===== src/hdl/riscboy_pkg.sv =====
// ==============================
// Peripheral bus package with the APB structs,
// the slot address map and the register offsets
// ==============================

`default_nettype none

package riscboy_pkg;

// ==============================
// Bus widths
// ==============================

localparam int W_PADDR = 16;
localparam int W_DATA  = 32;

// Counter, divider and compare width of the backlight PWM
localparam int W_PWM   = 8;

// APB request from master to slave
typedef struct packed {
	logic [W_PADDR-1:0] paddr;
	logic               psel;
	logic               penable;
	logic               pwrite;
	logic [W_DATA-1:0]  pwdata;
} apb_req_t;

// APB response from slave to master
typedef struct packed {
	logic [W_DATA-1:0]  prdata;
	logic               pready;
	logic               pslverr;
} apb_resp_t;

// ==============================
// Address map
// ==============================

// Slot select is paddr[15:12]
localparam logic [3:0] SLOT_GPIO = 4'h0;
localparam logic [3:0] SLOT_PWM  = 4'h1;
localparam logic [3:0] SLOT_TBIO = 4'hf;

// Register offsets within a slot, paddr[11:0]
localparam logic [11:0] GPIO_OUT = 12'h000;
localparam logic [11:0] GPIO_OE  = 12'h004;
localparam logic [11:0] GPIO_IN  = 12'h008;

localparam logic [11:0] PWM_CTRL = 12'h000;
localparam logic [11:0] PWM_DIV  = 12'h004;
localparam logic [11:0] PWM_CMP  = 12'h008;

// Bit positions inside PWM_CTRL
localparam int PWM_CTRL_EN_BIT  = 0;
localparam int PWM_CTRL_INV_BIT = 1;

endpackage

`default_nettype wire

===== src/hdl/riscboy_periph.sv =====
// ==============================
// Peripheral subsystem top, one APB bus with
// GPIO, backlight PWM and management port
// ==============================

`timescale 1ns/1ps
`default_nettype none

module riscboy_periph #(
	parameter int N_PADS = 11
) (
	input  wire                    clk_sys,
	input  wire                    rst,

	// APB from the external master
	input  riscboy_pkg::apb_req_t  apbs_req,
	output riscboy_pkg::apb_resp_t apbs_resp,

	// Management port, slot 0xf, served outside the core
	output riscboy_pkg::apb_req_t  tbio_req,
	input  riscboy_pkg::apb_resp_t tbio_resp,

	output wire  [N_PADS-1:0]      padout,
	output wire  [N_PADS-1:0]      padoe,
	input  wire  [N_PADS-1:0]      padin,

	output wire                    lcd_pwm
);

riscboy_pkg::apb_req_t  gpio_req;
riscboy_pkg::apb_resp_t gpio_resp;
riscboy_pkg::apb_req_t  pwm_req;
riscboy_pkg::apb_resp_t pwm_resp;

// ==============================
// Bus fabric
// ==============================

apb_splitter inst_apb_splitter (
	.clk_sys   (clk_sys),
	.apbs_req  (apbs_req),
	.apbs_resp (apbs_resp),
	.gpio_req  (gpio_req),
	.gpio_resp (gpio_resp),
	.pwm_req   (pwm_req),
	.pwm_resp  (pwm_resp),
	.tbio_req  (tbio_req),
	.tbio_resp (tbio_resp)
);

// ==============================
// Slaves
// ==============================

gpio #(
	.N_PADS (N_PADS)
) inst_gpio (
	.clk_sys   (clk_sys),
	.rst       (rst),
	.apbs_req  (gpio_req),
	.apbs_resp (gpio_resp),
	.padout    (padout),
	.padoe     (padoe),
	.padin     (padin)
);

pwm_tiny inst_pwm_tiny (
	.clk_sys   (clk_sys),
	.rst       (rst),
	.apbs_req  (pwm_req),
	.apbs_resp (pwm_resp),
	.padout    (lcd_pwm)
);

endmodule

`default_nettype wire


===== src/hdl/pwm_tiny.sv =====
// ==============================
// Backlight PWM with prescaler, counter and compare
// ==============================

`timescale 1ns/1ps
`default_nettype none

module pwm_tiny (
	input  wire                    clk_sys,
	input  wire                    rst,

	input  riscboy_pkg::apb_req_t  apbs_req,
	output riscboy_pkg::apb_resp_t apbs_resp,

	output logic                   padout
);

localparam int W = riscboy_pkg::W_PWM;

logic         ctrl_en;
logic         ctrl_inv;
logic [W-1:0] div;
logic [W-1:0] cmp;
logic [W-1:0] prescale;
logic [W-1:0] ctr;
logic [11:0]  offset;
logic         bad_access;
logic         wen;

assign offset     = apbs_req.paddr[11:0];
assign bad_access = !(offset == riscboy_pkg::PWM_CTRL || offset == riscboy_pkg::PWM_DIV ||
	offset == riscboy_pkg::PWM_CMP);
assign wen = apbs_req.psel && apbs_req.penable && apbs_req.pwrite && !bad_access;

always_ff @(posedge clk_sys) begin
	if (rst) begin
		ctrl_en  <= 1'b0;
		ctrl_inv <= 1'b0;
		div      <= '0;
		cmp      <= '0;
		prescale <= '0;
		ctr      <= '0;
		padout   <= 1'b0;
	end else begin
		if (wen && offset == riscboy_pkg::PWM_CTRL) begin
			ctrl_en  <= apbs_req.pwdata[riscboy_pkg::PWM_CTRL_EN_BIT];
			ctrl_inv <= apbs_req.pwdata[riscboy_pkg::PWM_CTRL_INV_BIT];
		end
		if (wen && offset == riscboy_pkg::PWM_DIV)
			div <= apbs_req.pwdata[W-1:0];
		if (wen && offset == riscboy_pkg::PWM_CMP)
			cmp <= apbs_req.pwdata[W-1:0];
		// A new divider restarts the prescaler so it never runs past DIV
		if (!ctrl_en || (wen && offset == riscboy_pkg::PWM_DIV)) begin
			prescale <= '0;
		end else if (prescale == div) begin
			prescale <= '0;
		end else begin
			prescale <= prescale + 1'b1;
		end
		if (!ctrl_en)
			ctr <= '0;
		else if (prescale == div)
			ctr <= ctr + 1'b1;
		padout <= ctrl_en ? ((ctr < cmp) ^ ctrl_inv) : ctrl_inv;
	end
end

always_comb begin
	apbs_resp.prdata  = '0;
	apbs_resp.pready  = 1'b1;
	apbs_resp.pslverr = bad_access;
	case (offset)
		riscboy_pkg::PWM_CTRL: begin
			apbs_resp.prdata[riscboy_pkg::PWM_CTRL_EN_BIT]  = ctrl_en;
			apbs_resp.prdata[riscboy_pkg::PWM_CTRL_INV_BIT] = ctrl_inv;
		end
		riscboy_pkg::PWM_DIV: apbs_resp.prdata[W-1:0] = div;
		riscboy_pkg::PWM_CMP: apbs_resp.prdata[W-1:0] = cmp;
		default:              apbs_resp.prdata = '0;
	endcase
end

assert property (@(posedge clk_sys) disable iff (rst) ctrl_en |-> prescale <= div)
	else $error("pwm_tiny: prescaler ran past divider");

endmodule

`default_nettype wire


===== src/hdl/gpio.sv =====
// ==============================
// GPIO block with pad output and output enable
// registers and a synchronized pad input
// ==============================

`timescale 1ns/1ps
`default_nettype none

module gpio #(
	parameter int N_PADS = 11
) (
	input  wire                    clk_sys,
	input  wire                    rst,

	input  riscboy_pkg::apb_req_t  apbs_req,
	output riscboy_pkg::apb_resp_t apbs_resp,

	output logic [N_PADS-1:0]      padout,
	output logic [N_PADS-1:0]      padoe,
	input  wire  [N_PADS-1:0]      padin
);

logic [N_PADS-1:0] padin_meta;
logic [N_PADS-1:0] padin_sync;
logic [11:0]       offset;
logic              bad_access;
logic              wen;

assign offset = apbs_req.paddr[11:0];

// GPIO_IN is read-only, anything outside the three offsets is an error
assign bad_access =
	!(offset == riscboy_pkg::GPIO_OUT || offset == riscboy_pkg::GPIO_OE ||
	  offset == riscboy_pkg::GPIO_IN) ||
	(apbs_req.pwrite && offset == riscboy_pkg::GPIO_IN);

assign wen = apbs_req.psel && apbs_req.penable && apbs_req.pwrite && !bad_access;

always_ff @(posedge clk_sys) begin
	if (rst) begin
		padout     <= '0;
		padoe      <= '0;
		padin_meta <= '0;
		padin_sync <= '0;
	end else begin
		padin_meta <= padin;
		padin_sync <= padin_meta;
		if (wen && offset == riscboy_pkg::GPIO_OUT)
			padout <= apbs_req.pwdata[N_PADS-1:0];
		if (wen && offset == riscboy_pkg::GPIO_OE)
			padoe <= apbs_req.pwdata[N_PADS-1:0];
	end
end

// Read data is zero-extended to the bus width
always_comb begin
	apbs_resp.prdata  = '0;
	apbs_resp.pready  = 1'b1;
	apbs_resp.pslverr = bad_access;
	case (offset)
		riscboy_pkg::GPIO_OUT: apbs_resp.prdata[N_PADS-1:0] = padout;
		riscboy_pkg::GPIO_OE:  apbs_resp.prdata[N_PADS-1:0] = padoe;
		riscboy_pkg::GPIO_IN:  apbs_resp.prdata[N_PADS-1:0] = padin_sync;
		default:               apbs_resp.prdata = '0;
	endcase
end

// Zero wait states rely on the access cycle following its setup cycle directly
assert property (@(posedge clk_sys) disable iff (rst)
	apbs_req.psel && !apbs_req.penable |=>
		apbs_req.psel && apbs_req.penable && $stable(apbs_req.paddr))
	else $error("gpio: setup cycle not followed by its access cycle");

endmodule

`default_nettype wire


===== src/hdl/apb_splitter.sv =====
// ==============================
// APB splitter, decodes paddr[15:12] and routes
// each transfer to GPIO, PWM, management port or error
// ==============================

`timescale 1ns/1ps
`default_nettype none

module apb_splitter (
	// Assertion sampling clock only, the decode itself is combinational
	input  wire                   clk_sys,

	input  riscboy_pkg::apb_req_t  apbs_req,
	output riscboy_pkg::apb_resp_t apbs_resp,

	output riscboy_pkg::apb_req_t  gpio_req,
	input  riscboy_pkg::apb_resp_t gpio_resp,

	output riscboy_pkg::apb_req_t  pwm_req,
	input  riscboy_pkg::apb_resp_t pwm_resp,

	output riscboy_pkg::apb_req_t  tbio_req,
	input  riscboy_pkg::apb_resp_t tbio_resp
);

// ==============================
// Slot decode
// ==============================

logic [3:0] slot;
logic       hit_gpio;
logic       hit_pwm;
logic       hit_tbio;

assign slot     = apbs_req.paddr[15:12];
assign hit_gpio = slot == riscboy_pkg::SLOT_GPIO;
assign hit_pwm  = slot == riscboy_pkg::SLOT_PWM;
assign hit_tbio = slot == riscboy_pkg::SLOT_TBIO;

// Address, strobes and write data go to every slot, only psel is gated
always_comb begin
	gpio_req      = apbs_req;
	pwm_req       = apbs_req;
	tbio_req      = apbs_req;
	gpio_req.psel = apbs_req.psel && hit_gpio;
	pwm_req.psel  = apbs_req.psel && hit_pwm;
	tbio_req.psel = apbs_req.psel && hit_tbio;
end

// ==============================
// Response mux
// ==============================

always_comb begin
	if (hit_gpio) begin
		apbs_resp = gpio_resp;
	end else if (hit_pwm) begin
		apbs_resp = pwm_resp;
	end else if (hit_tbio) begin
		apbs_resp = tbio_resp;
	end else begin
		// Unmapped slots finish at once with an error and no data
		apbs_resp.prdata  = '0;
		apbs_resp.pready  = 1'b1;
		apbs_resp.pslverr = 1'b1;
	end
end

// ==============================
// Assertions
// ==============================

// While a slot stalls the access cycle the master keeps the request frozen
assert property (@(posedge clk_sys)
	apbs_req.psel && apbs_req.penable && !apbs_resp.pready |=>
		apbs_req.psel && apbs_req.penable && $stable(apbs_req.paddr) &&
		$stable(apbs_req.pwrite) && $stable(apbs_req.pwdata))
	else $error("apb_splitter: request changed during a wait state");

endmodule

`default_nettype wire


===== config.mk =====
export PLATFORM = sky130hd
export DESIGN_NAME = riscboy_periph
export DESIGN_NICKNAME = d
export VERILOG_FILES = /design/src/hdl/riscboy_pkg.sv /design/src/hdl/riscboy_periph.sv /design/src/hdl/pwm_tiny.sv /design/src/hdl/gpio.sv /design/src/hdl/apb_splitter.sv
export SDC_FILE = /design/constraint.sdc
export NUM_CORES = 1
export LEC_CHECK = 0
export BUFFER_PORTS_ARGS = -buffer_cell sky130_fd_sc_hd__buf_4
export CELL_PAD_IN_SITES_DETAIL_PLACEMENT = 0
export CELL_PAD_IN_SITES_GLOBAL_PLACEMENT = 2
export CORE_ASPECT_RATIO = 0.8
export CORE_MARGIN = 2
export CORE_UTILIZATION = 26
export CTS_CLUSTER_SIZE = 16
export DETAILED_ROUTE_END_ITERATION = 6
export PLACE_DENSITY = 0.86
export SLEW_MARGIN = 20
export SYNTH_ARGS = -nofsm -noshare
export SYNTH_HDL_FRONTEND = slang
export SYNTH_HIERARCHICAL = 1
export SYNTH_SLANG_ARGS = --single-unit
export TNS_END_PERCENT = 1

===== constraint.sdc =====
create_clock -name clk_sys -period 1.72 [get_ports clk_sys]
set_input_delay 0 -clock clk_sys [delete_from_list [all_inputs] [get_ports clk_sys]]
set_output_delay 0 -clock clk_sys [all_outputs]
set_load 0.05 [all_outputs]

==> impl_results.html, run 1 <==
<table>
<tr><th>Metric</th><th>Value</th></tr>
<tr><th colspan="2">Synthesis</th></tr>
<tr><td>Number of standard cells after synthesis</td><td>approximately 730</td></tr>
<tr><td>Yosys warning total</td><td>6</td></tr>
<tr><td>Synthesized area per cell</td><td>between 7 and 8 µm²</td></tr>
<tr><td>Area of the mapped netlist</td><td>between 5000 and 6000 µm²</td></tr>
<tr><th colspan="2">Worst setup path</th></tr>
<tr><td>Terminus of the critical flop-to-flop path</td><td>inst_pwm_tiny/padout</td></tr>
<tr><td>Arrival time at the worst endpoint</td><td>approximately 1700 ps</td></tr>
<tr><td>Worst Path Max Fanout</td><td>4</td></tr>
<tr><td>Crit path launch type</td><td>input pin</td></tr>
<tr><td>Launch point of the critical path</td><td>apbs_req[44]</td></tr>
<tr><td>Kind of end point of the critical path</td><td>primary output</td></tr>
<tr><td>Capture point of the critical path</td><td>apbs_resp[2]</td></tr>
<tr><td>Cell count of the worst reg-to-reg path</td><td>6</td></tr>
<tr><td>Critical path class</td><td>input pin to primary output</td></tr>
<tr><td>Setup slack on the worst flop-to-flop path</td><td>90 ps</td></tr>
<tr><td>Startpoint of the most critical register-to-register path</td><td>inst_pwm_tiny/cmp[5]</td></tr>
<tr><td>Data required time of the critical path</td><td>roughly 1700 ps</td></tr>
<tr><th colspan="2">Global route</th></tr>
<tr><td>Number of global-route vias before repair</td><td>approximately 4700</td></tr>
<tr><td>Total congestion overflow</td><td>0</td></tr>
<tr><td>Wire length of the first global-routing pass</td><td>25300 µm</td></tr>
<tr><td>Initial antenna violation count</td><td>1</td></tr>
<tr><td>All-layer global routing usage</td><td>0.140</td></tr>
<tr><td>Largest net degree at the start of global routing</td><td>73</td></tr>
<tr><th colspan="2">Drt</th></tr>
<tr><td>Router iterations before antenna repair</td><td>5</td></tr>
<tr><td>Number of design rule violations left after detail routing</td><td>0</td></tr>
<tr><td>Avg Vias per Cell</td><td>4.34</td></tr>
<tr><td>Via Count</td><td>between 4000 and 5000</td></tr>
<tr><td>WL per Instance</td><td>between 10 and 15 µm</td></tr>
<tr><td>Number of violations reported at the end of detailed-routing iteration 0</td><td>262</td></tr>
<tr><td>Drt total wl</td><td>roughly 17000 µm</td></tr>
<tr><td>Antenna-violating nets left</td><td>0</td></tr>
<tr><th colspan="2">CTS</th></tr>
<tr><td>Cts bufs inserted</td><td>9</td></tr>
<tr><td>CTS tree</td><td>done</td></tr>
<tr><td>Root buf cell</td><td>sky130_fd_sc_hd__clkbuf_16</td></tr>
<tr><td>Clock tree buffer depth</td><td>2</td></tr>
<tr><td>Clk_lat worst skew</td><td>350 ps</td></tr>
<tr><td>Clock tree sinks</td><td>slightly below 80</td></tr>
<tr><td>Maximum level of the CTS H-tree</td><td>3</td></tr>
<tr><th colspan="2">Finish</th></tr>
<tr><td>N_diodes</td><td>0</td></tr>
<tr><td>Most common library cell in the layout ignoring fill and taps</td><td>sky130_fd_sc_hd__buf_4</td></tr>
<tr><td>Nets</td><td>approximately 950</td></tr>
<tr><td>Area delta synth-&gt;final</td><td>26.7%</td></tr>
<tr><td>Utilization after layout</td><td>0.339</td></tr>
<tr><td>Most frequent cells in the layout</td><td>sky130_fd_sc_hd__buf_4 (206), sky130_fd_sc_hd__dfxtp_1 (57), sky130_fd_sc_hd__a21oi_1 (54), sky130_fd_sc_hd__nand2_1 (51), sky130_fd_sc_hd__conb_1 (47)</td></tr>
<tr><td>Proportion of layout cells with a drive suffix above 1</td><td>0.363</td></tr>
<tr><td>Fill cell total of the finished layout</td><td>approximately 2300</td></tr>
<tr><th colspan="2">Job</th></tr>
<tr><td>Max-cap violation count</td><td>0</td></tr>
<tr><th colspan="2">Min path</th></tr>
<tr><td>Hold/Removal Path Class</td><td>input pin to primary output</td></tr>
<tr><th colspan="2">Die</th></tr>
<tr><td>Starting utilization of the core area</td><td>0.267</td></tr>
<tr><td>Die H</td><td>138 µm</td></tr>
<tr><td>Die span in x</td><td>about 170 µm</td></tr>
<tr><td>Number of ports placed on the die boundary</td><td>between 200 and 250</td></tr>
<tr><td>Placement row count</td><td>48</td></tr>
<tr><td>Core Footprint</td><td>about 22000 µm²</td></tr>
<tr><td>Area of the die</td><td>roughly 24000 µm²</td></tr>
<tr><th colspan="2">STA</th></tr>
<tr><td>Total negative slack</td><td>0 ps</td></tr>
<tr><td>Final cycle utilization of the critical path</td><td>0.990</td></tr>
<tr><td>Setup repair after global routing missed its margin</td><td>true</td></tr>
<tr><td>Worst clock skew</td><td>5.15 ps</td></tr>
<tr><td>Final max-slew violation count</td><td>0</td></tr>
<tr><td>Number of endpoints failing setup at the final stage</td><td>0</td></tr>
<tr><td>Count of final hold-check violations</td><td>0</td></tr>
<tr><td>Min cycle time layout</td><td>1700 ps</td></tr>
<tr><td>Timing-limited maximum frequency</td><td>approximately 0.6 GHz</td></tr>
<tr><th colspan="2">Power</th></tr>
<tr><td>Total power draw</td><td>4700 µW</td></tr>
<tr><td>Areal power density over the cells</td><td>approximately 640 nW/µm²</td></tr>
<tr><td>Worst ir drop on vdd</td><td>484 µV</td></tr>
<tr><td>Cell leakage power</td><td>between 0.003 and 0.004 µW</td></tr>
<tr><th colspan="2">Placed design</th></tr>
<tr><td>Post-detail-place hpwl</td><td>approximately 12000 µm</td></tr>
<tr><td>I/O Buffers</td><td>approximately 160</td></tr>
<tr><td>Routability congestion estimate</td><td>roughly 0.8</td></tr>
<tr><th colspan="2">Status</th></tr>
<tr><td>Outcome</td><td>finished clean</td></tr>
</table>
## cell type report
cell class / instances / area, µm² / share of cell area
clock buffer: 11 / 233 / 0.0316
clock inverter: 5 / 65.1 / 0.00884
inverter: 13 / 48.8 / 0.00663
multi-input combinational: 495 / 3050 / 0.415
sequential: 79 / 1610 / 0.219
tap: 300 / 375 / 0.0510
timing repair buffer: 243 / 1980 / 0.269
## sequential cells by signal, summed over array words and instances, names as in the netlist
| register | count |
|---|---|
| inst_pwm_tiny/ctrl_inv | 1 |
| inst_pwm_tiny/ctr | 8 |
| inst_gpio/padin_sync | 11 |
| inst_gpio/padoe | 11 |
| inst_pwm_tiny/div | 8 |
| inst_gpio/padout | 11 |
| inst_pwm_tiny/padout | 1 |
| inst_pwm_tiny/ctrl_en | 1 |
| inst_gpio/padin_meta | 11 |
| inst_pwm_tiny/cmp | 8 |
| inst_pwm_tiny/prescale | 8 |
## stage by stage
step | cell area (µm²) | instances | hold WS, ps | worst slack, ps
finish | 7360 | 1146 | 0.0193 | 17.7
floorplan | 5970 | 775 | 128 | -244
global placement | 6670 | 1103 | 0.341 | -144
CTS | 7240 | 1144 | 0.341 | -21.7
detailed placement | 6670 | 1103 | 0.341 | -195
global route | 7360 | 1146 | 0.0718 | -34.4
## per-layer routing
layer,vias to the layer above,share of wire,global-route usage,wire (µm)
met2,207,0.41,0.208,6790
li1,2523,-,-,-
met4,0,0.011,0.0377,184
met1,2234,0.49,0.196,8050
met3,13,0.094,0.0411,1560
met5,-,0,0,0
## worst max-delay path, stage by stage
cell                       delay, ps
sky130_fd_sc_hd__buf_4           120
sky130_fd_sc_hd__nor4_4          310
sky130_fd_sc_hd__nand4b_1        250
sky130_fd_sc_hd__buf_4           210
sky130_fd_sc_hd__o21ai_0         230
sky130_fd_sc_hd__o21ai_1         170
sky130_fd_sc_hd__a21oi_2         230
sky130_fd_sc_hd__buf_6           190
## report_power, final
group	switching (µW)	internal, µW	total (µW)
combinational	540	355	896
clock	811	1140	1950
sequential	4.86	1850	1860
## how the worst min path moves through the flow
| stage | start | endpoint | slack, ps | cells past startpoint |
|---|---|---|---|---|
| 2_1_floorplan | padin[0] | inst_gpio/padin_meta[0] | 130 | 1 |
| 3_5_place_dp | apbs_req[12] | tbio_req[12] | 0.3 | 0 |
| 6_report | apbs_req[27] | tbio_req[27] | 0.02 | 0 |
| 3_3_place_gp | apbs_req[12] | tbio_req[12] | 0.3 | 0 |
| 4_1_cts | apbs_req[12] | tbio_req[12] | 0.3 | 0 |
| 5_1_grt | apbs_req[22] | tbio_req[22] | 0.07 | 0 |
## repair_timing
action,4_1_cts,5_1_grt
cloned,0,0
hold buffers,23,0
setup buffers,2,2
resized for setup,14,44
pin swaps,1,13
setup endpoints to repair,8,13
endpoints found under the hold margin,38,0
Power figures use the tool's default switching activity.
==> run 2, diff against run 1 <==
Settings changed: ABC_AREA set to 1, CORE_UTILIZATION 26 to 24, PLACE_DENSITY 0.86 to 0.84.
==> run 2 against run 1 <==
Effect of this change: clock-buffer cell count fell by 2; die area increased by 8.3%; sequential share of layout area grew 0.87 points; total power down 2.2%; critical path depth up 1; flip-flop and latch count did not move; wire length is 5.3% higher.
==> impl_results.html, run 2 <==
<table>
<tr><th>Metric</th><th>Value</th></tr>
<tr><th colspan="2">Die</th></tr>
<tr><td>Starting utilization of the core area</td><td>0.247 (was 0.267)</td></tr>
<tr><td>Die H</td><td>143 µm (was 138 µm)</td></tr>
<tr><td>Number of ports placed on the die boundary</td><td>206 (unchanged)</td></tr>
<tr><td>Placement row count</td><td>50 (was 48)</td></tr>
<tr><td>Die span in x</td><td>178 µm (was 171 µm)</td></tr>
<tr><td>Area of the die</td><td>25500 µm² (was 23600 µm²)</td></tr>
<tr><td>Core Footprint</td><td>23600 µm² (was 21700 µm²)</td></tr>
<tr><th colspan="2">Drt</th></tr>
<tr><td>Antenna-violating nets left</td><td>0 (unchanged)</td></tr>
<tr><td>Drt total wl</td><td>17500 µm (was 16600 µm)</td></tr>
<tr><td>Via Count</td><td>5254 (was 4977)</td></tr>
<tr><td>WL per Instance</td><td>13.8 µm (was 14.5 µm)</td></tr>
<tr><td>Number of violations reported at the end of detailed-routing iteration 0</td><td>281 (was 262)</td></tr>
<tr><td>Avg Vias per Cell</td><td>4.16 (was 4.34)</td></tr>
<tr><td>Number of design rule violations left after detail routing</td><td>0 (unchanged)</td></tr>
<tr><td>Router iterations before antenna repair</td><td>5 (unchanged)</td></tr>
<tr><th colspan="2">STA</th></tr>
<tr><td>Final cycle utilization of the critical path</td><td>0.919 (was 0.990)</td></tr>
<tr><td>Total negative slack</td><td>0 ps (unchanged)</td></tr>
<tr><td>Worst slack on hold paths</td><td>0.0186 ps (was 0.0193 ps)</td></tr>
<tr><td>Slew at the pin closest to its max-slew limit</td><td>between 500 and 600 ps</td></tr>
<tr><td>Final max-slew violation count</td><td>0 (unchanged)</td></tr>
<tr><td>Count of final hold-check violations</td><td>0 (unchanged)</td></tr>
<tr><td>Setup ws final</td><td>139 ps (was 17.7 ps)</td></tr>
<tr><td>Min cycle time layout</td><td>1580 ps (was 1700 ps)</td></tr>
<tr><td>Number of endpoints failing setup at the final stage</td><td>0 (unchanged)</td></tr>
<tr><td>Slew headroom</td><td>0.611</td></tr>
<tr><td>Worst clock skew</td><td>3.56 ps (was 5.15 ps)</td></tr>
<tr><td>Setup repair after global routing missed its margin</td><td>false (was true)</td></tr>
<tr><td>Timing-limited maximum frequency</td><td>0.632 GHz (was 0.587 GHz)</td></tr>
<tr><th colspan="2">Global route</th></tr>
<tr><td>Initial antenna violation count</td><td>0 (was 1)</td></tr>
<tr><td>Met2 track demand over resource in global routing</td><td>0.204 (was 0.208)</td></tr>
<tr><td>Met3 track utilization from global routing</td><td>0.0296 (was 0.0411)</td></tr>
<tr><td>All-layer global routing usage</td><td>0.136 (was 0.140)</td></tr>
<tr><td>Met1 layer usage reported by global route</td><td>0.195 (was 0.196)</td></tr>
<tr><td>Most utilized layer in the global route result</td><td>met2 (unchanged)</td></tr>
<tr><td>Largest net degree at the start of global routing</td><td>35 (was 73)</td></tr>
<tr><td>Number of global-route vias before repair</td><td>4763 (was 4675)</td></tr>
<tr><td>Wire length of the first global-routing pass</td><td>26400 µm (was 25300 µm)</td></tr>
<tr><td>Total congestion overflow</td><td>0 (unchanged)</td></tr>
<tr><th colspan="2">Worst setup path</th></tr>
<tr><td>Arrival time at the worst endpoint</td><td>1580 ps (was 1700 ps)</td></tr>
<tr><td>Critical path class</td><td>input pin to primary output (unchanged)</td></tr>
<tr><td>Worst Path Max Fanout</td><td>7 (was 4)</td></tr>
<tr><td>Data required time of the critical path</td><td>1720 ps (about the same)</td></tr>
<tr><td>Launch point of the critical path</td><td>apbs_req[46] (was apbs_req[44])</td></tr>
<tr><td>Kind of end point of the critical path</td><td>primary output (unchanged)</td></tr>
<tr><td>Startpoint of the most critical register-to-register path</td><td>inst_pwm_tiny/prescale[0] (was inst_pwm_tiny/cmp[5])</td></tr>
<tr><td>Crit path launch type</td><td>input pin (unchanged)</td></tr>
<tr><th colspan="2">CTS</th></tr>
<tr><td>Root buf cell</td><td>sky130_fd_sc_hd__clkbuf_16 (unchanged)</td></tr>
<tr><td>Cts bufs inserted</td><td>9 (unchanged)</td></tr>
<tr><td>Clk_lat worst skew</td><td>340 ps (was 350 ps)</td></tr>
<tr><td>Clock tree sinks</td><td>79 (unchanged)</td></tr>
<tr><td>Buffer count from post-CTS setup fixing</td><td>0 (was 2)</td></tr>
<tr><td>Clock tree buffer depth</td><td>2 (unchanged)</td></tr>
<tr><td>Maximum level of the CTS H-tree</td><td>3 (unchanged)</td></tr>
<tr><td>CTS tree</td><td>done (unchanged)</td></tr>
<tr><th colspan="2">Min path</th></tr>
<tr><td>Hold/Removal Path Class</td><td>input pin to primary output (unchanged)</td></tr>
<tr><td>HP Start</td><td>apbs_req[29] (was apbs_req[27])</td></tr>
<tr><th colspan="2">Placed design</th></tr>
<tr><td>I/O Buffers</td><td>163 (unchanged)</td></tr>
<tr><td>Routability congestion estimate</td><td>0.796 (was 0.794)</td></tr>
<tr><td>Pre-CTS setup slack</td><td>112 ps (was -195 ps)</td></tr>
<tr><td>Post-detail-place hpwl</td><td>13800 µm (was 12400 µm)</td></tr>
<tr><th colspan="2">Finish</th></tr>
<tr><td>Most common library cell in the layout ignoring fill and taps</td><td>sky130_fd_sc_hd__buf_4 (unchanged)</td></tr>
<tr><td>Nets</td><td>1052 (was 948)</td></tr>
<tr><td>Utilization after layout</td><td>0.295 (was 0.339)</td></tr>
<tr><td>Proportion of layout cells with a drive suffix above 1</td><td>0.256 (was 0.363)</td></tr>
<tr><td>Most frequent cells in the layout</td><td>sky130_fd_sc_hd__buf_4 (178), sky130_fd_sc_hd__nand2_1 (176), sky130_fd_sc_hd__nand3_1 (120), sky130_fd_sc_hd__nor2_1 (103) (was sky130_fd_sc_hd__buf_4 (206), sky130_fd_sc_hd__dfxtp_1 (57), sky130_fd_sc_hd__a21oi_1 (54), sky130_fd_sc_hd__nand2_1 (51), sky130_fd_sc_hd__conb_1 (47))</td></tr>
<tr><td>Area delta synth-&gt;final</td><td>19.5% (was 26.7%)</td></tr>
<tr><td>N_diodes</td><td>0 (unchanged)</td></tr>
<tr><th colspan="2">Power</th></tr>
<tr><td>Cell leakage power</td><td>0.00329 µW (was 0.00307 µW)</td></tr>
<tr><td>Worst ir drop on vdd</td><td>443 µV (was 484 µV)</td></tr>
<tr><td>Areal power density over the cells</td><td>661 nW/µm² (was 639 nW/µm²)</td></tr>
<tr><th colspan="2">Synthesis</th></tr>
<tr><td>Area of the mapped netlist</td><td>5820 µm² (was 5810 µm²)</td></tr>
<tr><td>Yosys warning total</td><td>6 (unchanged)</td></tr>
<tr><td>Synthesized area per cell</td><td>6.71 µm² (was 7.94 µm²)</td></tr>
<tr><td>Number of standard cells after synthesis</td><td>868 (was 732)</td></tr>
<tr><th colspan="2">Job</th></tr>
<tr><td>Max-cap violation count</td><td>0 (unchanged)</td></tr>
<tr><th colspan="2">Status</th></tr>
<tr><td>Outcome</td><td>finished clean (unchanged)</td></tr>
</table>
[run 2: power by group]
part	internal (µW)	switching, µW
combinational	284	494
sequential	1850	6.65
clock	1140	818
total	3280	1320
[run 2: worst max-delay path, cell delays in order]
cell and delay (ps):
sky130_fd_sc_hd__buf_4 120, sky130_fd_sc_hd__nor2_1 120, sky130_fd_sc_hd__nand2_2 110, sky130_fd_sc_hd__nor2_8 160
sky130_fd_sc_hd__nand3_1 270, sky130_fd_sc_hd__o22ai_1 250, sky130_fd_sc_hd__nand3_1 100, sky130_fd_sc_hd__nand3_1 200
sky130_fd_sc_hd__buf_4 240
[run 2: layout make-up]
| cell class | instances | area, µm² |
|---|---|---|
| fill | 2668 | 16600 |
| clock buffer | 9 | 225 |
| tap | 312 | 390 |
| clock inverter | 7 | 80.1 |
| sequential | 79 | 1580 |
| timing repair buffer | 198 | 1550 |
| inverter | 88 | 342 |
| multi-input combinational | 569 | 2790 |
[run 2: final timing paths]
kind | end | slack, ps | cells past startpoint
max | apbs_resp[4] | 140 | 9
min | tbio_req[29] | 0.02 | 0
max reg2reg | inst_pwm_tiny/prescale[7] | 300 | 7
min reg2reg | inst_gpio/padin_sync[5] | 400 | 2
[run 2: stage by stage]
stage          total power, µW  cells  cell area [µm²]
2_1_floorplan             2660    911             5980
3_3_place_gp              2650   1227             6460
3_5_place_dp              2650   1227             6460
4_1_cts                   4650   1262             6950
5_1_grt                   4800   1262             6960
6_report                  4600   1262             6960
[run 2: repair_timing]
action	CTS	global route
hold buffers	19	0
endpoints found under the setup margin	0	2
resized for setup	0	2
hold endpoints to repair	24	0
[run 2: per-layer routing]
metal	routed length [µm]	vias to the layer above
met5	0	-
met3	1240	15
met2	7400	179
li1	-	2704
met1	8590	2356
met4	223	0
==> run 3, diff against run 2 <==
Settings changed: ABC_AREA 1 to unset, CORE_UTILIZATION 24 to 26, PLACE_DENSITY 0.84 to 0.86, REMOVE_ABC_BUFFERS set to 1.
==> run 3 against run 2 <==
Effect of this change: cell count decreased by 9.8%; clock power fell by 4%; combinational power up 13%; wire length is 3.4% lower; largest cell class unchanged; via count shrank 5.1%; hold slack hardly changed.
==> impl_results.html, run 3 (synthesis results as in run 1) <==
<table>
<tr><th>Metric</th><th>Value</th></tr>
<tr><th colspan="2">Drt</th></tr>
<tr><td>Antenna-violating nets left</td><td>0 (unchanged)</td></tr>
<tr><td>Number of violations reported at the end of detailed-routing iteration 0</td><td>327 (was 281)</td></tr>
<tr><td>Avg Vias per Cell</td><td>4.38 (was 4.16)</td></tr>
<tr><td>Via Count</td><td>4985 (was 5254)</td></tr>
<tr><td>Number of design rule violations left after detail routing</td><td>0 (unchanged)</td></tr>
<tr><td>Drt total wl</td><td>16900 µm (was 17500 µm)</td></tr>
<tr><td>Router iterations before antenna repair</td><td>5 (unchanged)</td></tr>
<tr><td>WL per Instance</td><td>14.8 µm (was 13.8 µm)</td></tr>
<tr><th colspan="2">Finish</th></tr>
<tr><td>Fill cell total of the finished layout</td><td>2380 (was 2668)</td></tr>
<tr><td>Proportion of layout cells with a drive suffix above 1</td><td>0.340 (was 0.256)</td></tr>
<tr><td>Most common library cell in the layout ignoring fill and taps</td><td>sky130_fd_sc_hd__buf_4 (unchanged)</td></tr>
<tr><td>Area delta synth-&gt;final</td><td>24.9% (was 19.5%)</td></tr>
<tr><td>Most frequent cells in the layout</td><td>sky130_fd_sc_hd__buf_4 (205), sky130_fd_sc_hd__dfxtp_1 (65), sky130_fd_sc_hd__a21oi_1 (60), sky130_fd_sc_hd__nand2_1 (51), sky130_fd_sc_hd__conb_1 (47) (was sky130_fd_sc_hd__buf_4 (178), sky130_fd_sc_hd__nand2_1 (176), sky130_fd_sc_hd__nand3_1 (120), sky130_fd_sc_hd__nor2_1 (103))</td></tr>
<tr><td>Nets</td><td>942 (was 1052)</td></tr>
<tr><td>Multi-input logic area</td><td>3030 µm² (was 2790 µm²)</td></tr>
<tr><td>Register area</td><td>1600 µm² (was 1580 µm²)</td></tr>
<tr><td>N_diodes</td><td>0 (unchanged)</td></tr>
<tr><td>Utilization after layout</td><td>0.334 (was 0.295)</td></tr>
<tr><th colspan="2">STA</th></tr>
<tr><td>Number of endpoints failing setup at the final stage</td><td>0 (unchanged)</td></tr>
<tr><td>Count of final hold-check violations</td><td>0 (unchanged)</td></tr>
<tr><td>Worst clock skew</td><td>5.51 ps (was 3.56 ps)</td></tr>
<tr><td>Setup repair after global routing missed its margin</td><td>true (was false)</td></tr>
<tr><td>Final max-slew violation count</td><td>0 (unchanged)</td></tr>
<tr><td>Min cycle time layout</td><td>1690 ps (was 1580 ps)</td></tr>
<tr><td>Worst slack on hold paths</td><td>0.453 ps (was 0.0186 ps)</td></tr>
<tr><td>Final cycle utilization of the critical path</td><td>0.984 (was 0.919)</td></tr>
<tr><td>Timing-limited maximum frequency</td><td>0.591 GHz (was 0.632 GHz)</td></tr>
<tr><th colspan="2">Worst setup path</th></tr>
<tr><td>Arrival time at the worst endpoint</td><td>1690 ps (was 1580 ps)</td></tr>
<tr><td>Critical path's largest stage delay</td><td>400 ps (was 270 ps)</td></tr>
<tr><td>Critical-path cell list</td><td>buf_4 &gt; nor4_4 &gt; nand4b_1 &gt; nor2_1 &gt; buf_4 &gt; a22o_1 &gt; o21ai_0 &gt; a21oi_2 &gt; buf_6 (was buf_4 &gt; nor2_1 &gt; nand2_2 &gt; nor2_8 &gt; nand3_1 &gt; o22ai_1 &gt; nand3_1 &gt; nand3_1 &gt; buf_4)</td></tr>
<tr><td>Critical path class</td><td>input pin to primary output (unchanged)</td></tr>
<tr><td>Data required time of the critical path</td><td>1720 ps (about the same)</td></tr>
<tr><td>Crit path launch type</td><td>input pin (unchanged)</td></tr>
<tr><td>Worst Path Max Fanout</td><td>6 (was 7)</td></tr>
<tr><td>Most used cell along the critical path</td><td>sky130_fd_sc_hd__buf_4 (was sky130_fd_sc_hd__nand3_1)</td></tr>
<tr><td>Kind of end point of the critical path</td><td>primary output (unchanged)</td></tr>
<tr><td>Library cell contributing the largest single delay on the critical path</td><td>sky130_fd_sc_hd__nor4_4 (was sky130_fd_sc_hd__nand3_1)</td></tr>
<tr><th colspan="2">Power</th></tr>
<tr><td>Areal power density over the cells</td><td>637 nW/µm² (was 661 nW/µm²)</td></tr>
<tr><td>Cell leakage power</td><td>0.00302 µW (was 0.00329 µW)</td></tr>
<tr><td>Worst ir drop on vdd</td><td>487 µV (was 443 µV)</td></tr>
<tr><th colspan="2">Status</th></tr>
<tr><td>Outcome</td><td>finished clean (unchanged)</td></tr>
<tr><th colspan="2">Die</th></tr>
<tr><td>Area of the die</td><td>23600 µm² (was 25500 µm²)</td></tr>
<tr><td>Die span in x</td><td>171 µm (was 178 µm)</td></tr>
<tr><td>Starting utilization of the core area</td><td>0.267 (was 0.247)</td></tr>
<tr><td>Placement row count</td><td>48 (was 50)</td></tr>
<tr><td>Number of ports placed on the die boundary</td><td>206 (unchanged)</td></tr>
<tr><td>Die H</td><td>138 µm (was 143 µm)</td></tr>
<tr><td>Core Footprint</td><td>21700 µm² (was 23600 µm²)</td></tr>
<tr><th colspan="2">Placed design</th></tr>
<tr><td>Post-detail-place hpwl</td><td>12700 µm (was 13800 µm)</td></tr>
<tr><td>Routability congestion estimate</td><td>0.842 (was 0.796)</td></tr>
<tr><td>I/O Buffers</td><td>163 (unchanged)</td></tr>
<tr><th colspan="2">CTS</th></tr>
<tr><td>Clk_lat worst skew</td><td>340 ps (about the same)</td></tr>
<tr><td>Clock tree buffer depth</td><td>2 (unchanged)</td></tr>
<tr><td>Root buf cell</td><td>sky130_fd_sc_hd__clkbuf_16 (unchanged)</td></tr>
<tr><td>Cts bufs inserted</td><td>9 (unchanged)</td></tr>
<tr><td>Clock tree sinks</td><td>79 (unchanged)</td></tr>
<tr><td>CTS tree</td><td>done (unchanged)</td></tr>
<tr><td>Maximum level of the CTS H-tree</td><td>3 (unchanged)</td></tr>
<tr><th colspan="2">Global route</th></tr>
<tr><td>Number of global-route vias before repair</td><td>4697 (was 4763)</td></tr>
<tr><td>Wire length of the first global-routing pass</td><td>25700 µm (was 26400 µm)</td></tr>
<tr><td>All-layer global routing usage</td><td>0.142 (was 0.136)</td></tr>
<tr><td>Total congestion overflow</td><td>0 (unchanged)</td></tr>
<tr><td>Largest net degree at the start of global routing</td><td>38 (was 35)</td></tr>
<tr><td>Initial antenna violation count</td><td>0 (unchanged)</td></tr>
<tr><th colspan="2">Min path</th></tr>
<tr><td>Hold/Removal Path Class</td><td>input pin to primary output (unchanged)</td></tr>
<tr><th colspan="2">Job</th></tr>
<tr><td>Max-cap violation count</td><td>0 (unchanged)</td></tr>
</table>
[run 3: changes by cell type in the layout (fill, tap and decap cells not counted), moves of 26 or more]
cell                       before  now
sky130_fd_sc_hd__nand3_1      120   21
sky130_fd_sc_hd__nor2b_1        0   26
sky130_fd_sc_hd__nand2_1      176   51
sky130_fd_sc_hd__nand2b_1       0   37
sky130_fd_sc_hd__buf_4        178  205
sky130_fd_sc_hd__nor2_1       103   44
sky130_fd_sc_hd__inv_1         79   12
sky130_fd_sc_hd__a21oi_1       21   60
sky130_fd_sc_hd__mux2i_1        0   36
sky130_fd_sc_hd__o21ai_0        7   45
[run 3: per-layer routing]
metal / part of all wire / track usage / wire length (µm)
met2: 0.41 / 0.210 / 6850
met4: 0.012 / 0.0410 / 203
met1: 0.50 / 0.202 / 8420
met3: 0.082 / 0.0353 / 1380
met5: 0 / 0 / 0
[run 3: through the flow]
step	setup TNS (ps)	setup slack, ps	power (µW)	area [µm²]	cells
after detailed placement	-298	-28.5	2740	6640	1099
after floorplan	-22760	-549	2180	4600	587
final	0	27.5	4620	7260	1138
after global placement	-246	-32.7	2740	6640	1099
after global routing	-253	-47.3	4810	7260	1138
after CTS	0	1.17	4670	7160	1135
[run 3: final timing paths]
kind         slack, ps                       to                     from  depth (start not counted)
max                 30             apbs_resp[5]             apbs_req[39]                          9
min reg2reg        430  inst_gpio/padin_sync[3]  inst_gpio/padin_meta[3]                          1
max reg2reg         90     inst_pwm_tiny/padout     inst_pwm_tiny/cmp[1]                          6
min                0.5             tbio_req[11]             apbs_req[11]                          0
[run 3: report_power, final]
| part | internal [µW] | total (µW) | switching, µW |
|---|---|---|---|
| Clock | 1140 | 1880 | 740 |
| Combinational | 345 | 881 | 536 |
| Sequential | 1850 | 1860 | 4.94 |
| Total | 3340 | 4620 | 1280 |
[run 3: layout make-up]
class                      instances  share of cell area
tap                              300              0.0517
inverter                          13             0.00673
multi-input combinational        495               0.418
timing repair buffer             237               0.264
clock buffer                      10              0.0329
clock inverter                     4             0.00655
sequential                        79               0.220
[run 3: worst max-delay path: cells and delay by family]
family                 cells  cell delay [ps]
buffers and inverters      3              480
AO/OA/AOI/OAI              3              470
AND/OR/NAND/NOR            3              740
[run 3: timing repair]
item | 4_1_cts | 5_1_grt
setup endpoints to repair | 5 | 18
setup buffers | 0 | 3
hold buffers | 22 | 0
resized for setup | 5 | 31
pin swaps | 1 | 9
hold endpoints to repair | 40 | 0
